--- config.mk ---
export PLATFORM = sky130hd
export DESIGN_NAME = filter_logic_flat
export DESIGN_NICKNAME = d
export VERILOG_FILES = /design/src/common/md_filter_pkg.sv /design/src/common/pair_if.sv /design/src/hw/filter/r2_compute.sv /design/src/hw/filter/filter_buffer.sv /design/src/hw/filter/filter_logic.sv /design/src/flat_wrapper.sv
export SDC_FILE = /design/constraint.sdc
export NUM_CORES = 2
export LEC_CHECK = 0
export BUFFER_PORTS_ARGS = -buffer_cell sky130_fd_sc_hd__clkbuf_2
export CORE_AREA = 2 2 416 418
export DETAILED_ROUTE_END_ITERATION = 8
export DIE_AREA = 0 0 418 420
export PLACE_DENSITY = 0.82
export SYNTH_ARGS = -nofsm -noshare
export SYNTH_HDL_FRONTEND = slang
export SYNTH_SLANG_ARGS = --single-unit
--- constraint.sdc ---
create_clock -name clk -period 14.8 [get_ports clk]
set_clock_uncertainty 0.05 [all_clocks]
set_input_delay 2.96 -clock clk [delete_from_list [all_inputs] [get_ports clk]]
set_output_delay 2.96 -clock clk [all_outputs]
set_load 0.005 [all_outputs]
--- src/common/md_filter_pkg.sv ---
// Shared widths and pair types for the filter bank, imported by every filter and the arbiter
`default_nettype none

package md_filter_pkg;

	//////////////////////////////
	// Fixed widths
	//////////////////////////////

	// Signed fixed-point coordinate
	localparam int COORD_WIDTH = 16;
	// Particle ID, cell and slot packed together upstream
	localparam int PID_WIDTH   = 12;
	// Register stages through r2_compute
	localparam int R2_LATENCY  = 3;

	//////////////////////////////
	// Types
	//////////////////////////////

	typedef logic signed [COORD_WIDTH-1:0] coord_t;

	// One extra bit so neighbor minus reference never wraps
	typedef logic signed [COORD_WIDTH:0] delta_t;

	// Three squares of a 17-bit delta fit well inside 36 bits
	typedef logic [35:0] r2_t;

	typedef logic [PID_WIDTH-1:0] pid_t;

	// Buffer word, MSB first
	typedef struct packed {
		pid_t   ref_id;
		pid_t   nbr_id;
		r2_t    r2;
		delta_t dz;
		delta_t dy;
		delta_t dx;
	} pair_t;

endpackage

`default_nettype wire

--- src/common/pair_if.sv ---
// Link between one filter buffer and the round-robin arbiter, one instance per filter
`timescale 1ns/1ns
`default_nettype none

interface pair_if;

	import md_filter_pkg::*;

	// Oldest kept pair, valid while available is high
	pair_t head;

	// Buffer holds at least one pair
	logic available;

	// One-cycle pop, only while available
	logic pop;

	// Filter side presents the head and takes pops
	modport filter (
		output head,
		output available,
		input  pop
	);

	// Arbiter side picks a filter and pops it
	modport arbiter (
		input  head,
		input  available,
		output pop
	);

endinterface

`default_nettype wire

--- src/hw/filter/r2_compute.sv ---
// Three-stage displacement and squared-distance pipeline used inside each filter
`timescale 1ns/1ns
`default_nettype none

module r2_compute (
	input  logic                clk,
	input  logic                rst,
	input  logic                enable,
	input  md_filter_pkg::coord_t refx,
	input  md_filter_pkg::coord_t refy,
	input  md_filter_pkg::coord_t refz,
	input  md_filter_pkg::coord_t nbrx,
	input  md_filter_pkg::coord_t nbry,
	input  md_filter_pkg::coord_t nbrz,
	output md_filter_pkg::delta_t dx,
	output md_filter_pkg::delta_t dy,
	output md_filter_pkg::delta_t dz,
	output md_filter_pkg::r2_t    r2,
	output logic                r2_valid
);

	import md_filter_pkg::*;

	// Stage one, displacements
	delta_t dx_s1, dy_s1, dz_s1;
	logic   valid_s1;

	// Stage two, squares plus displacements carried along
	r2_t    sq_x, sq_y, sq_z;
	delta_t dx_s2, dy_s2, dz_s2;
	logic   valid_s2;

	//////////////////////////////
	// Valid bits
	//////////////////////////////
	always_ff @(posedge clk)
	begin
		if (rst)
		begin
			valid_s1 <= 1'b0;
			valid_s2 <= 1'b0;
			r2_valid <= 1'b0;
		end
		else
		begin
			valid_s1 <= enable;
			valid_s2 <= valid_s1;
			r2_valid <= valid_s2;
		end
	end

	//////////////////////////////
	// Datapath
	//////////////////////////////
	always_ff @(posedge clk)
	begin
		// Neighbor minus reference, sign-extended first
		dx_s1 <= delta_t'(nbrx) - delta_t'(refx);
		dy_s1 <= delta_t'(nbry) - delta_t'(refy);
		dz_s1 <= delta_t'(nbrz) - delta_t'(refz);
		// Signed operands widened to 36 bits by the target
		sq_x  <= dx_s1 * dx_s1;
		sq_y  <= dy_s1 * dy_s1;
		sq_z  <= dz_s1 * dz_s1;
		dx_s2 <= dx_s1;
		dy_s2 <= dy_s1;
		dz_s2 <= dz_s1;
		// Sum stage, deltas leave with their r2
		r2    <= sq_x + sq_y + sq_z;
		dx    <= dx_s2;
		dy    <= dy_s2;
		dz    <= dz_s2;
	end

endmodule

`default_nettype wire

--- src/hw/filter/filter_buffer.sv ---
// Show-ahead FIFO holding kept pairs of one filter until the arbiter drains them
`timescale 1ns/1ns
`default_nettype none

module filter_buffer #(
	parameter int DEPTH = 16
) (
	input  logic                       clk,
	input  logic                       rst,
	input  logic                       wr,
	input  md_filter_pkg::pair_t       wr_data,
	input  logic                       rd,
	output md_filter_pkg::pair_t       q,
	output logic                       empty,
	output logic [$clog2(DEPTH+1)-1:0] usedw
);

	import md_filter_pkg::*;

	localparam int ADDR_W  = (DEPTH > 1) ? $clog2(DEPTH) : 1;
	localparam int COUNT_W = $clog2(DEPTH+1);

	// Pair storage
	pair_t mem [DEPTH];

	logic [ADDR_W-1:0]  wr_ptr;
	logic [ADDR_W-1:0]  rd_ptr;
	logic [COUNT_W-1:0] count;

	// Qualified requests
	logic do_wr;
	logic do_rd;

	assign do_wr = wr && (int'(count) < DEPTH);
	assign do_rd = rd && (count != '0);

	// Oldest entry always on q
	assign q     = mem[rd_ptr];
	assign empty = (count == '0);
	assign usedw = count;

	//////////////////////////////
	// Pointers and count
	//////////////////////////////
	always_ff @(posedge clk)
	begin
		if (rst)
		begin
			wr_ptr <= '0;
			rd_ptr <= '0;
			count  <= '0;
		end
		else
		begin
			if (do_wr)
				wr_ptr <= (int'(wr_ptr) == DEPTH-1) ? '0 : wr_ptr + 1'b1;
			if (do_rd)
				rd_ptr <= (int'(rd_ptr) == DEPTH-1) ? '0 : rd_ptr + 1'b1;
			// Read and write together keep the level
			if (do_wr && !do_rd)
				count <= count + 1'b1;
			else if (do_rd && !do_wr)
				count <= count - 1'b1;
		end
	end

	// RAM write port
	always_ff @(posedge clk)
	begin
		if (do_wr)
			mem[wr_ptr] <= wr_data;
	end

endmodule

`default_nettype wire

--- src/hw/filter/filter_logic.sv ---
// One cutoff filter: distance pipeline, ID delay, keep test, buffer and back-pressure
`timescale 1ns/1ns
`default_nettype none

module filter_logic #(
	parameter int                 BUFFER_DEPTH = 16,
	parameter md_filter_pkg::r2_t CUTOFF_2     = 400
) (
	input  logic                  clk,
	input  logic                  rst,
	input  logic                  input_valid,
	input  md_filter_pkg::pid_t   ref_id,
	input  md_filter_pkg::pid_t   nbr_id,
	input  md_filter_pkg::coord_t refx,
	input  md_filter_pkg::coord_t refy,
	input  md_filter_pkg::coord_t refz,
	input  md_filter_pkg::coord_t nbrx,
	input  md_filter_pkg::coord_t nbry,
	input  md_filter_pkg::coord_t nbrz,
	output logic                  back_pressure,
	pair_if.filter                port
);

	import md_filter_pkg::*;

	localparam int USEDW_W = $clog2(BUFFER_DEPTH+1);
	// Room kept free for every pair still in flight
	localparam int BP_LEVEL = BUFFER_DEPTH - (R2_LATENCY + 2);

	// Pipeline results
	delta_t res_dx, res_dy, res_dz;
	r2_t    res_r2;
	logic   res_valid;

	// ID delay, one deeper than r2_compute to meet the write register
	pid_t ref_pipe [R2_LATENCY+1];
	pid_t nbr_pipe [R2_LATENCY+1];

	// Registered buffer write
	logic   buf_wr;
	r2_t    buf_r2;
	delta_t buf_dx, buf_dy, buf_dz;
	pair_t  buf_word;

	logic               buf_empty;
	logic [USEDW_W-1:0] buf_usedw;

	r2_compute u_r2 (
		.clk      (clk),
		.rst      (rst),
		.enable   (input_valid),
		.refx     (refx),
		.refy     (refy),
		.refz     (refz),
		.nbrx     (nbrx),
		.nbry     (nbry),
		.nbrz     (nbrz),
		.dx       (res_dx),
		.dy       (res_dy),
		.dz       (res_dz),
		.r2       (res_r2),
		.r2_valid (res_valid)
	);

	//////////////////////////////
	// ID delay line
	//////////////////////////////
	always_ff @(posedge clk)
	begin
		ref_pipe[0] <= ref_id;
		nbr_pipe[0] <= nbr_id;
		for (int i = 1; i <= R2_LATENCY; i++)
		begin
			ref_pipe[i] <= ref_pipe[i-1];
			nbr_pipe[i] <= nbr_pipe[i-1];
		end
	end

	//////////////////////////////
	// Cutoff test
	//////////////////////////////
	// Zero distance means a self pair
	always_ff @(posedge clk)
	begin
		if (rst)
			buf_wr <= 1'b0;
		else
			buf_wr <= res_valid && (res_r2 != '0) && (res_r2 < CUTOFF_2);
	end

	always_ff @(posedge clk)
	begin
		buf_r2 <= res_r2;
		buf_dx <= res_dx;
		buf_dy <= res_dy;
		buf_dz <= res_dz;
	end

	// IDs from the last delay stage line up here
	assign buf_word.ref_id = ref_pipe[R2_LATENCY];
	assign buf_word.nbr_id = nbr_pipe[R2_LATENCY];
	assign buf_word.r2     = buf_r2;
	assign buf_word.dz     = buf_dz;
	assign buf_word.dy     = buf_dy;
	assign buf_word.dx     = buf_dx;

	filter_buffer #(
		.DEPTH (BUFFER_DEPTH)
	) u_buffer (
		.clk     (clk),
		.rst     (rst),
		.wr      (buf_wr),
		.wr_data (buf_word),
		.rd      (port.pop),
		.q       (port.head),
		.empty   (buf_empty),
		.usedw   (buf_usedw)
	);

	assign port.available = !buf_empty;
	assign back_pressure  = int'(buf_usedw) >= BP_LEVEL;

endmodule

`default_nettype wire

--- src/flat_wrapper.sv ---
// flat-port wrapper written by rule: the top's interface ports become plain ports
module filter_logic_flat import md_filter_pkg::*;
#(
	parameter int                 BUFFER_DEPTH = 16,
	parameter md_filter_pkg::r2_t CUTOFF_2     = 400
)
  (clk, rst, input_valid, ref_id, nbr_id, refx, refy, refz, nbrx, nbry, nbrz, back_pressure, port_head, port_available, port_pop);
  pair_if port_i ();
  input  logic clk;
  input  logic rst;
  input  logic input_valid;
  input  md_filter_pkg::pid_t ref_id;
  input  md_filter_pkg::pid_t nbr_id;
  input  md_filter_pkg::coord_t refx;
  input  md_filter_pkg::coord_t refy;
  input  md_filter_pkg::coord_t refz;
  input  md_filter_pkg::coord_t nbrx;
  input  md_filter_pkg::coord_t nbry;
  input  md_filter_pkg::coord_t nbrz;
  output logic back_pressure;
  output wire logic [$bits(port_i.head)-1:0] port_head;
  output wire logic [$bits(port_i.available)-1:0] port_available;
  input wire logic [$bits(port_i.pop)-1:0] port_pop;
  assign port_head = port_i.head;
  assign port_available = port_i.available;
  assign port_i.pop = port_pop;
  filter_logic #(.BUFFER_DEPTH(BUFFER_DEPTH), .CUTOFF_2(CUTOFF_2)) u_core (.clk(clk), .rst(rst), .input_valid(input_valid), .ref_id(ref_id), .nbr_id(nbr_id), .refx(refx), .refy(refy), .refz(refz), .nbrx(nbrx), .nbry(nbry), .nbrz(nbrz), .back_pressure(back_pressure), .port(port_i));
endmodule
# Yosys cells after proc, flatten, opt, wreduce, memory -nomap -nowiden
# Memories as Yosys holds them, arrays and structs flattened. A register that Yosys moved wholly into a read port is not among the register bits.
# Index checks and enable logic that the tools add are counted.
classes:
  addsub: 9
  n_mul: 3
  magnitude_cmp: 3
  n_eq_ne: 2
  mux: 8
  n_reduce_logical: 13
ops:
  columns: ["op", "count"]
  rows:
  - ["17-bit by 17-bit multiplier with 34-bit output", 3]
  - ["16-bit by 16-bit subtractor with 17-bit output", 3]
  - ["35-bit by 34-bit adder with 36-bit output", 1]
  - ["36-bit by 9-bit < comparator with 1-bit output, second input constant", 1]
  - ["36-bit nonzero test", 1]
  - ["34-bit by 34-bit adder with 35-bit output", 1]
  - ["4-bit two-way mux", 4]
  - ["5-bit two-way mux", 2]
  - ["4-bit by 1-bit adder with 4-bit output, second input constant", 2]
  - ["4-bit by 1-bit equality test with 1-bit output, second input constant", 2]
  - ["1-bit logical AND", 6]
  - ["5-bit by 1-bit adder with 5-bit output, second input constant", 1]
  - ["5-bit by 4-bit >= comparator with 1-bit output, second input constant", 1]
  - ["5-bit zero test", 1]
  - ["5-bit < comparator, second input constant", 1]
  - ["5-bit nonzero test", 1]
  - ["5-bit by 1-bit subtractor with 5-bit output, second input constant", 1]
  - ["1-bit zero test", 3]
  - ["1-bit two-way mux", 2]
  - ["2-bit nonzero test", 1]
totals:
  ff_bits: 395
  mem_bits_rw: 1872
  in_bits: 124
  output_inout_bits: 113
  word_cells: 65
  mem_count: 3
mem_list:
  columns: ["memory", "words", "width", "rd", "rd_ports_with_merged_regs", "write_ports", "line_no", "source"]
  rows:
  - ["u_core.u_buffer.mem", 16, 111, 1, 1, 1, "filter_buffer.sv:24", "pair_t mem [DEPTH];"]
  - ["u_core.nbr_pipe", 4, 12, 4, 0, 4, "filter_logic.sv:37", "pid_t nbr_pipe [R2_LATENCY+1];"]
  - ["u_core.ref_pipe", 4, 12, 4, 0, 4, "filter_logic.sv:36", "pid_t ref_pipe [R2_LATENCY+1];"]

# Logic depth before layout (Yosys ltp)
logic_depth:
  depth_word: 6
  ltp_mapped: 25
  depth_no_buf: 24

# Cells and area by module
# From an unflattened synthesis, not the netlist that was laid out.
unflattened:
  cells_unflattened: 7221
  area_unflattened_um2: 111279.2
by_module_without_submodules:
  columns: ["mod", "instances", "cells_each", "area_each_um2"]
  rows:
  - ["filter_buffer", 1, 2820, 67115.6]
  - ["r2_compute", 1, 4199, 40329.9]
  - ["filter_logic", 1, 202, 3833.7]

# Worst setup path after synthesis
# OpenSTA, ideal clock, no wires.
synth_path:
  kind: "register to register"
  start: "register u_core.u_buffer.count[4], in the netlist u_core.u_buffer.usedw[4]"
  end: "memory u_core.u_buffer.mem[3][0] (netlist bit) (enable)"
  arrival_time_ns: 8.380
  t_required_ns: 14.033
  path_slack_ns: 5.654
  path_stages_with_launch: 5
  path_buffers: 1
  path_cell_list: "dfxtp_1 > nor2b_1 > clkbuf_1 > nand2_1 > nor3_1"
synth_via:
  elab_chain_cells: 4
synth_rtl:
  columns: ["element", "line_no", "source"]
  rows:
  - ["start, declared", "filter_buffer.sv:28", "logic [COUNT_W-1:0] count;"]
  - ["start signal, assigned", "filter_buffer.sv:61", "count <= count + 1'b1;"]
  - ["start signal, assigned", "filter_buffer.sv:63", "count <= count - 1'b1;"]
  - ["5-bit < comparator", "filter_buffer.sv:34", "assign do_wr = wr && (int'(count) < DEPTH);"]
  - ["1-bit logical AND", "filter_buffer.sv:34", null]
  - ["via u_core.u_buffer.do_wr", "filter_buffer.sv:31", "logic do_wr;"]
  - ["1-bit two-way mux", "filter_buffer.sv:70", "if (do_wr)"]
  - ["1-bit two-way mux (not written as such)", "filter_buffer.sv:71", "mem[wr_ptr] <= wr_data;"]
  - ["end, declared", "filter_buffer.sv:24", null]
# The timed path passes the listed nets, and every way through them passes these cells.

==> impl_metrics.csv <==
group,metric,value,unit
worst_setup_path,worst_r2r_startpoint,"u_core.u_r2.dx_s1[3]",
placed_design,dp.final_hpwl,153000,microns
job,max-cap-violations,0,
sta,report.final.hold_viol_count,0,
global_route,all_layer_global_routing_usage,0.320,
drt,via_density_per_instance,6.35,
logic_synthesis,synthesis.area_per_instance,16.2,sq um
worst_setup_path,reg2reg_slack,7.58,ns
floorplan,initial_core_utilization,0.648,
worst_setup_path,setup.worst_path.class,"flop to output port",
sta,number_of_pins_exceeding_their_max_slew_limit_in_the_final_report,0,
clocking,cts_root_buffer,"clkbuf_16",
placed_design,port-buffer-count,236,
placed_design,gp_routability_congestion,0.872,
logic_synthesis,unique_cell_type_count_in_the_yosys_netlist,74,
logic_synthesis,synth_commonest_cells,"edfxtp_1 (1776), inv_1 (1076), fa_1 (834)",
clocking,postCtsResizedCells,0,
drt,via_count,60827,
global_route,grt_pass1_vias,65035,
global_route,grt_overflow_total,0,
global_route,grt_antenna_before_repair,18,
hold_path,hold_class,"flop to flop",
logic_synthesis,ys_seq_elements,2265,
worst_setup_path,r2r.worst_path.cells,21,
worst_setup_path,reg2reg_to,"u_core.u_r2.sq_x[33]",
drt,avgRoutedWirePerCell,28.4,microns
global_route,grt_max_degree,181,
logic_synthesis,synth_cells,6841,
cells_and_area,finish.instance_area,0.122,sq mm
status,run_status,"complete, no violations",
drt,detail_route.wirelength,272000,microns
drt,detail_route.iter0.violations,7123,
sta,timing.fmax,118,MHz
sta,period_minus_slack,8.45,ns
clocking,cts_htree_levels,4,
clocking,cts_tree,"yes",
hold_path,worstHoldStart,"u_core.u_r2.dz[4]",
placed_design,pre_cts_slack,7.13,ns
floorplan,fp.dieW,418,microns
clocking,clk_path_buf_depth,3,
cells_and_area,area_delta_synth_final,10.1,%
clocking,postCtsHoldBufs,0,
sta,period_share,0.571,
drt,final_antenna_violating_net_count,0,
sta,rsz_0062_raised_after_global_routing,"false",
sta,setup_tns,0,ns
logic_synthesis,postSynth.asyncResetShare,0,
logic_synthesis,synth_ff_type,"edfxtp_1",
sta,relSlewSlack,0.112,
sta,finalSetupViolCount,0,
global_route,global_route_wire_length_before_repair,409000,microns
clocking,cts.repair_timing.setup_buffer_count,0,
clocking,clk-insertion-delay-late,0.88,ns
logic_synthesis,synth_top_area_share,0.481,
floorplan,top_level_ports,237,
logic_synthesis,yosysWarningCount,0,
logic_synthesis,synth.most_common_cell,"edfxtp_1",
cells_and_area,share_of_final_layout_standard_cells_stronger_than_drive_strength_1,0.172,
logic_synthesis,syn_area,0.111,sq mm
drt,route.detailed.drc,0,
logic_synthesis,number_of_flops_mapped_to_enable_cells_by_yosys,1776,
clocking,tritoncts.num_buffers,209,
logic_synthesis,yosysSeqAreaShare,0.570,
sta,worst_pin_slew,1.33,ns
worst_setup_path,critPathRequiredTime,11.79,ns
logic_synthesis,post_synth_main_area_contributors,"edfxtp_1 (48%), fa_1 (15%), mux4_2 (11%)",
worst_setup_path,timing.critical_path.from_type,"flop",
placed_design,detailed_place.area,0.115,sq mm
drt,firstDrtPassIters,8,
floorplan,coreArea,0.171,sq mm
hold_path,hold_end,"u_core.buf_dz[4]",
worst_setup_path,worst_ep_arrival_time,5.44,ns
floorplan,die_area,0.176,sq mm
clocking,cts.sinks,2265,
logic_synthesis,synth_top_area_cell,"edfxtp_1",
floorplan,fp.dieH,420,microns
sta,final.setup.worst_slack,6.35,ns
worst_setup_path,worst_setup_path_end_kind,"output port",
cells_and_area,design.final.nets,8480,
worst_setup_path,path_max_fanout,98,
hold_path,min_path_cells,0,
floorplan,std_cell_rows,152,
clocking,clkSlewWorstSetupHoldPaths,0.07,ns
[metrics by stage]
| step | hold slack, ns | cells | util |
|---|---|---|---|
| 2_1_floorplan | 0.260 | 6843 | - |
| 3_3_place_gp | 0.260 | 9173 | 0.671 |
| 3_5_place_dp | 0.262 | 9173 | 0.671 |
| 4_1_cts | 0.268 | 9570 | 0.713 |
| 5_1_grt | 0.279 | 9572 | 0.713 |
| 6_report | 0.270 | 9575 | 0.713 |
[cell usage in the layout, fill, tap and decap left out, types with 46 or more instances in the layout]
cell	n
dfxtp_1	485
o21ai_0	75
xnor2_1	159
inv_1	1076
clkinv_2	46
nor2b_1	62
a21oi_1	120
clkbuf_16	220
nor2_1	178
mux4_2	555
ha_1	371
and2_1	163
clkbuf_2	236
edfxtp_1	1776
buf_4	60
nand2_1	298
fa_1	834
[final cells by class]
cell class / instances / area, sq um
antenna: 5 / 12.5
timing repair buffer: 302 / 1750
tap: 2233 / 2790
inverter: 1078 / 4050
fill: 9931 / 49000
clock buffer: 283 / 6030
sequential: 2265 / 63100
clock inverter: 114 / 1220
multi-input combinational: 3295 / 43000
[worst max-delay path, cell delays in order (launching register included)]
cell and delay (ns):
dfxtp_4 0.73, buf_12 0.61, buf_4 0.88, buf_4 0.83
mux4_2 0.63, mux4_2 0.53, clkbuf_2 0.14
[registers in the layout, summed over array words and instances (netlist names), 32 cells and up, named ones only]
| name | count |
|---|---|
| u_core.u_buffer.mem | 1776 |
| u_core.nbr_pipe | 48 |
| u_core.ref_pipe | 48 |
| u_core.buf_r2 | 36 |
| u_core.u_r2.r2 | 36 |
| u_core.u_r2.sq_x | 32 |
| u_core.u_r2.sq_y | 32 |
| u_core.u_r2.sq_z | 32 |
[cells by family after synthesis]
| logic type | after synthesis | synth area share |
|---|---|---|
| compound gates | 420 | 0.0252 |
| xor+xnor | 204 | 0.0161 |
| fa+ha+maj | 1205 | 0.193 |
| buf+inv | 1283 | 0.0435 |
| flops | 2265 | 0.570 |
| mux | 562 | 0.113 |
| other cells | 1 | 0.0000338 |
| simple gates | 901 | 0.0393 |
[layer usage]
metal	track usage	vias up	share of wire
met2	0.555	3699	0.52
met1	0.397	31618	0.34
met5	0	-	0.00030
met3	0.0551	731	0.088
met4	0.143	12	0.048
li1	-	24767	-
[worst max-delay path by stage]
stage                                endpoint  slack (ns)
finish                          port_head[26]        6.35
global placement                port_head[24]        7.22
detailed placement              port_head[26]        7.13
floorplan           u_core.u_buffer.mem[3][0]        5.65
CTS                             port_head[26]        6.15
global route                    port_head[26]        5.90
Power is not shown: default switching activity piles up to over one toggle a cycle in this logic, so the estimate is an artifact.
